### config.mk
export PLATFORM = sky130hd
export DESIGN_NAME = branch_unit
export DESIGN_NICKNAME = d
export VERILOG_FILES = /design/src/branch_pkg.sv /design/src/branch_cond_eval.sv /design/src/branch_unit.sv /design/src/branchmiss_pc.sv /design/src/stream_alloc.sv
export VERILOG_INCLUDE_DIRS = /design/src /design/src/src
export SDC_FILE = /design/constraint.sdc
export NUM_CORES = 1
export LEC_CHECK = 0
export BUFFER_PORTS_ARGS = -buffer_cell sky130_fd_sc_hd__buf_2
export CORE_AREA = 8 8 515 517
export DETAILED_ROUTE_END_ITERATION = 8
export DIE_AREA = 0 0 523 525
export PLACE_DENSITY = 0.3
export SYNTH_ARGS = -nofsm -noshare
export SYNTH_HDL_FRONTEND = slang
export SYNTH_SLANG_ARGS = --single-unit
export TNS_END_PERCENT = 30
### constraint.sdc
create_clock -name clk -period 10.8 [get_ports clk]
set_input_delay 1.08 -clock clk [delete_from_list [all_inputs] [get_ports clk]]
set_output_delay 1.08 -clock clk [all_outputs]
set_load 0.01 [all_outputs]
### src/branch_macros.svh
// branch unit constants shared by the package and every RTL block
`ifndef BRANCH_MACROS_SVH
`define BRANCH_MACROS_SVH

// ======================================================================
// address and stream sizing
// ======================================================================

// width of an instruction address in bits
`define BR_ABITS 64

// width of a stream id, wide enough for the back end's full stream space
`define BR_STREAM_BITS 7

// number of stream ids managed by the free pool
// ids 0 and 1 are reserved so only 2 and up are ever handed out
`define BR_NUM_STREAMS 16

// ======================================================================
// machine state sizing
// ======================================================================

// entries in the interrupt return PC stack
`define BR_ISTACK_DEPTH 4

// number of operating modes, the top one is the most privileged
`define BR_NUM_OM 4

// instruction length in bytes, also the fall-through increment
`define BR_INSN_LEN 6

// restart address taken when the op carries no branch kind
`define BR_RSTPC 64'hFFFF_FFFF_FFFC_0000

`endif

### src/branch_pkg.sv
// branch unit package with the micro-op, PC and redirect types plus mode helper
`include "branch_macros.svh"

package branch_pkg;

	// ======================================================================
	// basic scalar types
	// ======================================================================

	// a bare instruction address
	typedef logic [`BR_ABITS-1:0] addr_t;

	// stream id, each speculative path owns one
	typedef logic [`BR_STREAM_BITS-1:0] stream_t;

	// operating mode, indexes the per-mode vector tables
	typedef logic [$clog2(`BR_NUM_OM)-1:0] om_t;

	// PC extended with the stream it was fetched on
	typedef struct packed {
		stream_t stream;
		addr_t   pc;
	} pc_addr_ex_t;

	// ======================================================================
	// opcode classes
	// ======================================================================

	// branch kind as resolved by the decoder upstream
	typedef enum logic [2:0] {
		BK_NONE,
		BK_BCC,
		BK_BOI,
		BK_BSR,
		BK_JSR,
		BK_SYS,
		BK_ERET,
		BK_RET
	} br_kind_e;

	// condition tested by bcc and boi, the last two test a single bit of A
	typedef enum logic [2:0] {
		BC_EQ,
		BC_NE,
		BC_LT,
		BC_GE,
		BC_LTU,
		BC_GEU,
		BC_BS,
		BC_BC
	} br_cond_e;

	// flavor of system entry, picks between the two vector tables
	typedef enum logic {
		SK_SYSCALL,
		SK_KERNEL
	} sys_kind_e;

	// ======================================================================
	// issue and result records
	// ======================================================================

	// one issued branch micro-op with its operands already read
	typedef struct packed {
		pc_addr_ex_t pc;
		br_kind_e    kind;
		br_cond_e    cond;
		sys_kind_e   sys_kind;
		logic        md;
		logic        use_vector;
		logic [34:0] disp;
		om_t         om;
		logic [3:0]  eret_adj;
		logic        eret_level;
		logic [63:0] arg_a;
		logic [63:0] arg_b;
		logic [63:0] arg_c;
		logic        bt;
	} br_op_t;

	// redirect record sent back to the front end and the stream tracker
	typedef struct packed {
		logic        miss;
		pc_addr_ex_t misspc;
		pc_addr_ex_t dstpc;
		stream_t     kept_stream;
		logic        alloc;
		logic        takb;
	} redirect_t;

	// next higher operating mode, system entries never go past the top one
	function automatic om_t fn_next_om(input om_t om);
		if (om == om_t'(`BR_NUM_OM - 1))
			return om;
		return om + om_t'(1);
	endfunction

endpackage

### src/branch_cond_eval.sv
// branch condition evaluator comparing operands A and B for the taken decision
`timescale 1ns/1ps
`include "branch_macros.svh"

module branch_cond_eval (
	input  branch_pkg::br_cond_e cond,
	input  logic [63:0]          arg_a,
	input  logic [63:0]          arg_b,
	output logic                 takb
);

	import branch_pkg::*;

	// only the low six bits of B select a bit in the 64-bit A operand
	logic [5:0] bit_sel;

	// the selected bit of A, shared by both bit tests
	logic       a_bit;

	// signed view of the operands for the relational tests
	logic signed [63:0] sa;
	logic signed [63:0] sb;

	assign bit_sel = arg_b[5:0];
	assign a_bit   = arg_a[bit_sel];
	assign sa      = arg_a;
	assign sb      = arg_b;

	// ======================================================================
	// condition decode
	// ======================================================================

	always_comb
	begin
		case (cond)
			BC_EQ:
				takb = (arg_a == arg_b);
			BC_NE:
				takb = (arg_a != arg_b);
			// signed compares use the two's complement view
			BC_LT:
				takb = (sa < sb);
			BC_GE:
				takb = (sa >= sb);
			// unsigned compares work on the raw vectors
			BC_LTU:
				takb = (arg_a < arg_b);
			BC_GEU:
				takb = (arg_a >= arg_b);
			// bit tests ignore the upper bits of B
			BC_BS:
				takb = a_bit;
			BC_BC:
				takb = ~a_bit;
			default:
				takb = 1'b0;
		endcase
	end

endmodule

### src/branch_unit.sv
// branch resolution unit top, two register stages around the redirect logic
`timescale 1ns/1ps
`include "branch_macros.svh"

module branch_unit (
	input  logic                                           clk,
	input  logic                                           rst,
	input  logic                                           issue_valid,
	input  branch_pkg::br_op_t                             issue_op,
	input  branch_pkg::pc_addr_ex_t [`BR_ISTACK_DEPTH-1:0] pc_stack,
	input  branch_pkg::addr_t                              vector,
	input  branch_pkg::addr_t [`BR_NUM_OM-1:0]             syscall_vector,
	input  branch_pkg::addr_t [`BR_NUM_OM-1:0]             kernel_vector,
	input  logic                                           release_valid,
	input  branch_pkg::stream_t                            release_stream,
	output logic                                           result_valid,
	output branch_pkg::redirect_t                          result,
	output logic                                           pool_empty
);

	import branch_pkg::*;

	// stage 1 holds the issued op while the blocks below resolve it
	br_op_t      s1_op;
	logic        s1_valid;

	logic        takb;
	stream_t     new_stream;
	pc_addr_ex_t dstpc;
	pc_addr_ex_t misspc;
	stream_t     kept_stream;
	logic        alloc_new_stream;
	logic        miss;

	// only a live op may take an id out of the pool
	logic        pop_req;

	assign pop_req = s1_valid & alloc_new_stream;

	// ======================================================================
	// stage 1 register
	// ======================================================================

	always_ff @(posedge clk)
	begin
		if (rst)
			s1_valid <= 1'b0;
		else
			s1_valid <= issue_valid;
		if (issue_valid)
			s1_op <= issue_op;
	end

	branch_cond_eval branch_cond_eval_inst (
		.cond  (s1_op.cond),
		.arg_a (s1_op.arg_a),
		.arg_b (s1_op.arg_b),
		.takb  (takb)
	);

	stream_alloc stream_alloc_inst (
		.clk            (clk),
		.rst            (rst),
		.alloc          (pop_req),
		.release_valid  (release_valid),
		.release_stream (release_stream),
		.new_stream     (new_stream),
		.pool_empty     (pool_empty)
	);

	branchmiss_pc branchmiss_pc_inst (
		.op               (s1_op),
		.takb             (takb),
		.pc_stack         (pc_stack),
		.vector           (vector),
		.syscall_vector   (syscall_vector),
		.kernel_vector    (kernel_vector),
		.new_stream       (new_stream),
		.dstpc            (dstpc),
		.misspc           (misspc),
		.kept_stream      (kept_stream),
		.alloc_new_stream (alloc_new_stream),
		.miss             (miss)
	);

	// ======================================================================
	// stage 2 redirect record
	// ======================================================================

	always_ff @(posedge clk)
	begin
		if (rst)
		begin
			result_valid <= 1'b0;
			result.miss  <= 1'b0;
		end
		else
		begin
			result_valid <= s1_valid;
			// the record keeps its last value between ops
			if (s1_valid)
			begin
				result.miss        <= miss;
				result.misspc      <= misspc;
				result.dstpc       <= dstpc;
				result.kept_stream <= kept_stream;
				result.alloc       <= alloc_new_stream;
				result.takb        <= takb;
			end
		end
	end

endmodule

### src/branchmiss_pc.sv
// branch redirect logic forming destination PC, miss PC and stream bookkeeping
`timescale 1ns/1ps
`include "branch_macros.svh"

module branchmiss_pc (
	input  branch_pkg::br_op_t                               op,
	input  logic                                             takb,
	input  branch_pkg::pc_addr_ex_t [`BR_ISTACK_DEPTH-1:0]   pc_stack,
	input  branch_pkg::addr_t                                vector,
	input  branch_pkg::addr_t [`BR_NUM_OM-1:0]               syscall_vector,
	input  branch_pkg::addr_t [`BR_NUM_OM-1:0]               kernel_vector,
	input  branch_pkg::stream_t                              new_stream,
	output branch_pkg::pc_addr_ex_t                          dstpc,
	output branch_pkg::pc_addr_ex_t                          misspc,
	output branch_pkg::stream_t                              kept_stream,
	output logic                                             alloc_new_stream,
	output logic                                             miss
);

	import branch_pkg::*;

	// displacement is in half-words, so it is shifted left once after extension
	addr_t disp_ext;

	// address of the next sequential instruction
	addr_t fall_pc;

	// mode the system entry lands in
	om_t   sys_om;

	// eret return base and its adjustment in whole instructions
	addr_t eret_base;
	addr_t eret_off;

	assign disp_ext  = {{(`BR_ABITS - 36){op.disp[34]}}, op.disp, 1'b0};
	assign fall_pc   = op.pc.pc + addr_t'(`BR_INSN_LEN);
	assign sys_om    = fn_next_om(op.om);
	assign eret_base = op.eret_level ? pc_stack[1].pc : pc_stack[0].pc;
	assign eret_off  = addr_t'(op.eret_adj) * addr_t'(`BR_INSN_LEN);

	always_comb
	begin
		// the destination starts as the op's own PC so the stream carries over
		dstpc            = op.pc;
		misspc           = op.pc;
		kept_stream      = '0;
		alloc_new_stream = 1'b0;
		miss             = 1'b1;

		// ==================================================================
		// destination PC by branch kind
		// ==================================================================

		case (op.kind)
			BK_BOI, BK_BCC:
				begin
					// register-indirect form, boi may also jump through the vector
					if (op.md)
						dstpc.pc = (op.kind == BK_BOI && op.use_vector) ? vector : op.arg_c;
					else
						dstpc.pc = op.pc.pc + disp_ext;
				end
			BK_BSR:
				begin
					// PC relative call always starts a fresh path
					dstpc.pc         = op.pc.pc + disp_ext;
					dstpc.stream     = new_stream;
					alloc_new_stream = 1'b1;
				end
			BK_JSR:
				begin
					// absolute call, the displacement is the whole target
					dstpc.pc         = disp_ext;
					dstpc.stream     = new_stream;
					alloc_new_stream = 1'b1;
				end
			BK_SYS:
				begin
					// system entry goes through the table of the next higher mode
					if (op.sys_kind == SK_SYSCALL)
						dstpc.pc = syscall_vector[sys_om];
					else
						dstpc.pc = kernel_vector[sys_om];
					dstpc.stream     = new_stream;
					alloc_new_stream = 1'b1;
				end
			BK_ERET:
				dstpc.pc = eret_base + eret_off;
			BK_RET:
				dstpc.pc = addr_t'(op.arg_a);
			default:
				dstpc.pc = `BR_RSTPC;
		endcase

		// ==================================================================
		// redirect and stream bookkeeping
		// ==================================================================

		case (op.kind)
			BK_BOI, BK_BCC:
				begin
					miss = op.bt ^ takb;
					case ({op.bt, takb})
						// predicted not taken and not taken, nothing changes
						2'b00:
							begin
								misspc      = dstpc;
								kept_stream = '0;
							end
						// taken against the prediction, target runs on a new stream
						2'b01:
							begin
								misspc.pc        = dstpc.pc;
								misspc.stream    = new_stream;
								alloc_new_stream = 1'b1;
								kept_stream      = op.pc.stream;
							end
						// fell through against the prediction, so resume after the branch
						2'b10:
							begin
								misspc.pc        = fall_pc;
								misspc.stream    = new_stream;
								alloc_new_stream = 1'b1;
								kept_stream      = dstpc.stream;
							end
						// predicted taken and taken
						default:
							begin
								misspc.pc     = fall_pc;
								misspc.stream = op.pc.stream;
								kept_stream   = '0;
							end
					endcase
				end
			// unconditional jumps are never predicted and always redirect
			default:
				begin
					misspc      = dstpc;
					kept_stream = '0;
					miss        = 1'b1;
				end
		endcase
	end

endmodule

### src/stream_alloc.sv
// free pool of stream ids kept as a circular FIFO with an entry count
`timescale 1ns/1ps
`include "branch_macros.svh"

module stream_alloc (
	input  logic                clk,
	input  logic                rst,
	input  logic                alloc,
	input  logic                release_valid,
	input  branch_pkg::stream_t release_stream,
	output branch_pkg::stream_t new_stream,
	output logic                pool_empty
);

	import branch_pkg::*;

	localparam int DEPTH    = `BR_NUM_STREAMS;
	localparam int PTR_W    = $clog2(DEPTH);
	// ids below this are reserved and never enter the pool
	localparam int FIRST_ID = 2;

	stream_t            pool [DEPTH];
	logic [PTR_W-1:0]   head;
	logic [PTR_W-1:0]   tail;
	logic [PTR_W:0]     count;

	// pop and push qualified against the current fill level
	logic               do_pop;
	logic               do_push;

	assign pool_empty = (count == '0);

	// an empty pool hands out id 0, the caller sees that as no stream
	assign new_stream = pool_empty ? '0 : pool[head];

	assign do_pop  = alloc & ~pool_empty;

	// a release into a full pool is only taken if a pop frees a slot
	assign do_push = release_valid & ((count != (PTR_W+1)'(DEPTH)) | do_pop);

	// ======================================================================
	// pool state
	// ======================================================================

	always_ff @(posedge clk)
	begin
		if (rst)
		begin
			// preload the usable ids in ascending order
			for (int i = 0; i < DEPTH; i++)
				pool[i] <= (i < DEPTH - FIRST_ID) ? stream_t'(i + FIRST_ID) : '0;
			head  <= '0;
			tail  <= PTR_W'(DEPTH - FIRST_ID);
			count <= (PTR_W+1)'(DEPTH - FIRST_ID);
		end
		else
		begin
			if (do_push)
			begin
				pool[tail] <= release_stream;
				tail       <= tail + 1'b1;
			end
			if (do_pop)
				head <= head + 1'b1;
			// both strobes on one edge leave the count unchanged
			case ({do_push, do_pop})
				2'b10:
					count <= count + 1'b1;
				2'b01:
					count <= count - 1'b1;
				default:
					count <= count;
			endcase
		end
	end

endmodule

==> metrics.yaml <==
setup_tns_ns: 0
final_core_util: 0.195
cts_buffers: 86
worstHoldStart: "issue_op[205]"
io_pins: 1340
synth_warnings: 0
tightestPinTransition_ns: 1.23
rows: 187
syn_area_per_cell_um2: 11.2
place_congestion: 0.990
yosys.area.top_type: "edfxtp_1"
drcViolationCount: 0
p_leak_nw: 19.1
synth_edf_count: 578
synth_area_leaders: "edfxtp_1 (46%), mux4_2 (7.2%), ha_1 (5.0%), mux2i_1 (4.0%), nand2_1 (3.3%)"
seqCellArea_mm2: 0.0178
rsz0062_at_grt: "false"
r2r_start: "s1_op[138]$_DFFE_PP_"
critPathArrivalTime_ns: 7.43
start_util: 0.145
finClkSkew_ns: 0.0665
hold_buffers: 0
grt_pass1_wl_mm: 404
synthCells: 3338
ys_seq_area_frac: 0.475
synth_area_mm2: 0.0374
cts_tree: "built"
design_power_total_mw: 7.85
post-dp-hpwl_mm: 284
ys_ff_latch: 598
die_area_mm2: 0.275
htreeDepth: 3
drt_iter0_markers: 3502
grt_use_total: 0.229
worstSetupEndpointType: "flop"
hold_path_class: "input pin to flop"
grt_overflow: 0
irDropWorstVdd_mv: 0.119
core_area_mm2: 0.258
crit_path_start_kind: "flop"
cts_resized: 0
routedWlPerCell_um: 40.5
rrSetupSlack_ns: 3.74
outcome: "complete, no violations"
wl_mm: 329
finalSetupViolations: 0
crit_fanout: 24
timing.final.crit_share: 0.653
yosysMostFrequentCell: "edfxtp_1"
via_per_inst: 4.42
powerDensity_mw_per_mm2: 156
cts_sinks: 598
drv_slew: 0
n_fill_cell: 28600
first_pass_iters: 5
ys.flop_type: "edfxtp_1"
worst-endpoint-required_ns: 11.18
hold_violations: 0
die_width_um: 523
multi_input_area_mm2: 0.0185
synth_top_area_frac: 0.464
min_path_cells: 1
worst-r2r-cell-count: 22
fmax_mhz: 142
crit_type: "flop to flop"
max_slew_margin: 0.159
numPlacedInstances: 7654
synthTopCellsByCount: "edfxtp_1 (578), nand2_1 (324), a21oi_1 (200)"
synthToLayoutAreaGrowth_pct: 34.5
cts-root-buf: "clkbuf_16"
fin_crit_ns: 7.06
drive_above_1_share: 0.339
grt_pass1_vias: 34700
ys_async_sr_fraction: 0
layout.cells.non_filler: 8118
cts_buffer_depth: 3
min_to: "s1_op[205]$_DFFE_PP_"
synth_cell_types: 97
r2r-end: "stream_alloc_inst.pool[5][2]$_SDFFCE_PN1P_"
final_nets: 5678
grt_max_degree: 75
synth_nets: 4676
cts.reportedPaths.clkPinSlew_ns: 0.06
drtAntennaViolNets: 0
vias: 35900
portBuffers: 1055
post_cts_buffers: 0
die_h_um: 525
maxCapViolCount: 0
antenna_found_initial: 435
insertion_delay_ns: 0.77
[cell usage in the layout, fill, tap and decap left out, types with 31 or more instances in the layout]
cell / count
clkbuf_16: 86
mux4_2: 119
a21oi_1: 200
a211oi_1: 32
or2_2: 31
a22oi_1: 31
buf_2: 1054
nor3_1: 37
o221ai_1: 35
buf_4: 78
and3_1: 100
nor2_1: 160
ha_1: 149
a21o_1: 50
nand2_1: 323
diode_2: 305
o21ai_0: 175
mux2i_1: 148
nand3_1: 99
inv_1: 98
xnor2_1: 100
xor2_1: 69
edfxtp_1: 578
nand4_1: 81
mux2_2: 36
nand2b_1: 35
[power breakdown]
group	switching (mW)	leakage, nW	internal [mW]
clock network	1.32	1.34	1.59
registers	0.153	5.67	2.76
logic	1.34	12.1	0.702
[worst max-delay path, cell delays in order (launching register included)]
cell	delay [ns]
edfxtp_1	0.57
ha_1	0.38
a21oi_1	0.07
o21ai_0	0.76
a21oi_1	0.08
o211ai_1	0.53
a21oi_1	0.15
o21ai_0	0.71
xor2_1	0.23
mux2i_1	0.27
o22ai_1	0.14
buf_4	0.20
ha_1	0.34
or3_1	0.51
nand2b_1	0.16
nand2_1	0.08
a31oi_1	0.18
buf_4	0.21
nand2b_1	0.14
nor3b_2	0.17
buf_4	0.28
nand2_1	0.14
nand2b_1	0.36
[worst max path at each step]
stage | end | cells after the start | startpoint | slack, ns
2_1_floorplan | result[0]$_DFFE_PP_ | 2 | rst | 2.24
3_3_place_gp | stream_alloc_inst.pool[5][4]$_SDFFCE_PN0P_ | 22 | s1_op[138]$_DFFE_PP_ | 4.01
6_report | stream_alloc_inst.pool[5][2]$_SDFFCE_PN1P_ | 22 | s1_op[138]$_DFFE_PP_ | 3.74
4_1_cts | stream_alloc_inst.pool[5][2]$_SDFFCE_PN1P_ | 22 | s1_op[138]$_DFFE_PP_ | 3.96
3_5_place_dp | stream_alloc_inst.pool[5][6]$_SDFFCE_PN0P_ | 22 | s1_op[138]$_DFFE_PP_ | 3.98
5_1_grt | stream_alloc_inst.pool[3][4]$_SDFFCE_PN0P_ | 22 | s1_op[138]$_DFFE_PP_ | 3.59
[cells by family (layout without fill, tap and decap cells)]
group,Yosys count,in the layout,synth area share
and+or+nand+nor,1007,1007,0.137
adders and majority gates,152,152,0.0515
buffers and inverters,318,1391,0.0343
AOI/OAI and AO/OA,791,791,0.141
other,0,305,0
DFF,598,598,0.475
xor gates and xnor gates,169,169,0.0396
muxes,303,303,0.122
[through the flow]
stage	instance area [um2]	setup WS, ns	hold WS [ns]
2_1_floorplan	37400	2.24	0.480
3_3_place_gp	46700	4.01	0.503
3_5_place_dp	46700	3.98	0.507
4_1_cts	49500	3.96	0.395
5_1_grt	49800	3.59	0.428
6_report	50300	3.74	0.481
[final cells by class]
class / count / share of cell area
tap: 3402 / 0.0847
sequential: 598 / 0.353
inverter: 99 / 0.00739
clock inverter: 62 / 0.0114
timing repair buffer: 1133 / 0.117
multi-input combinational: 2422 / 0.367
antenna: 305 / 0.0152
clock buffer: 97 / 0.0438
[layer usage]
metal	vias to the layer above	wire length, um	track usage	share of wire
met1	17600	122000	0.250	0.37
met4	200	15600	0.0885	0.048
met3	745	48400	0.152	0.15
met5	-	1310	0	0.0040
met2	2038	141000	0.351	0.43
li1	15300	-	-	-
[flip-flops by register name, indices dropped and copies added (netlist names), named ones only]
signal,cells
result,152
result_valid,1
s1_op,315
s1_valid,1
stream_alloc_inst.count,5
stream_alloc_inst.head,4
stream_alloc_inst.pool,112
stream_alloc_inst.tail,4
Note: power is estimated with default switching activity, not from simulation.
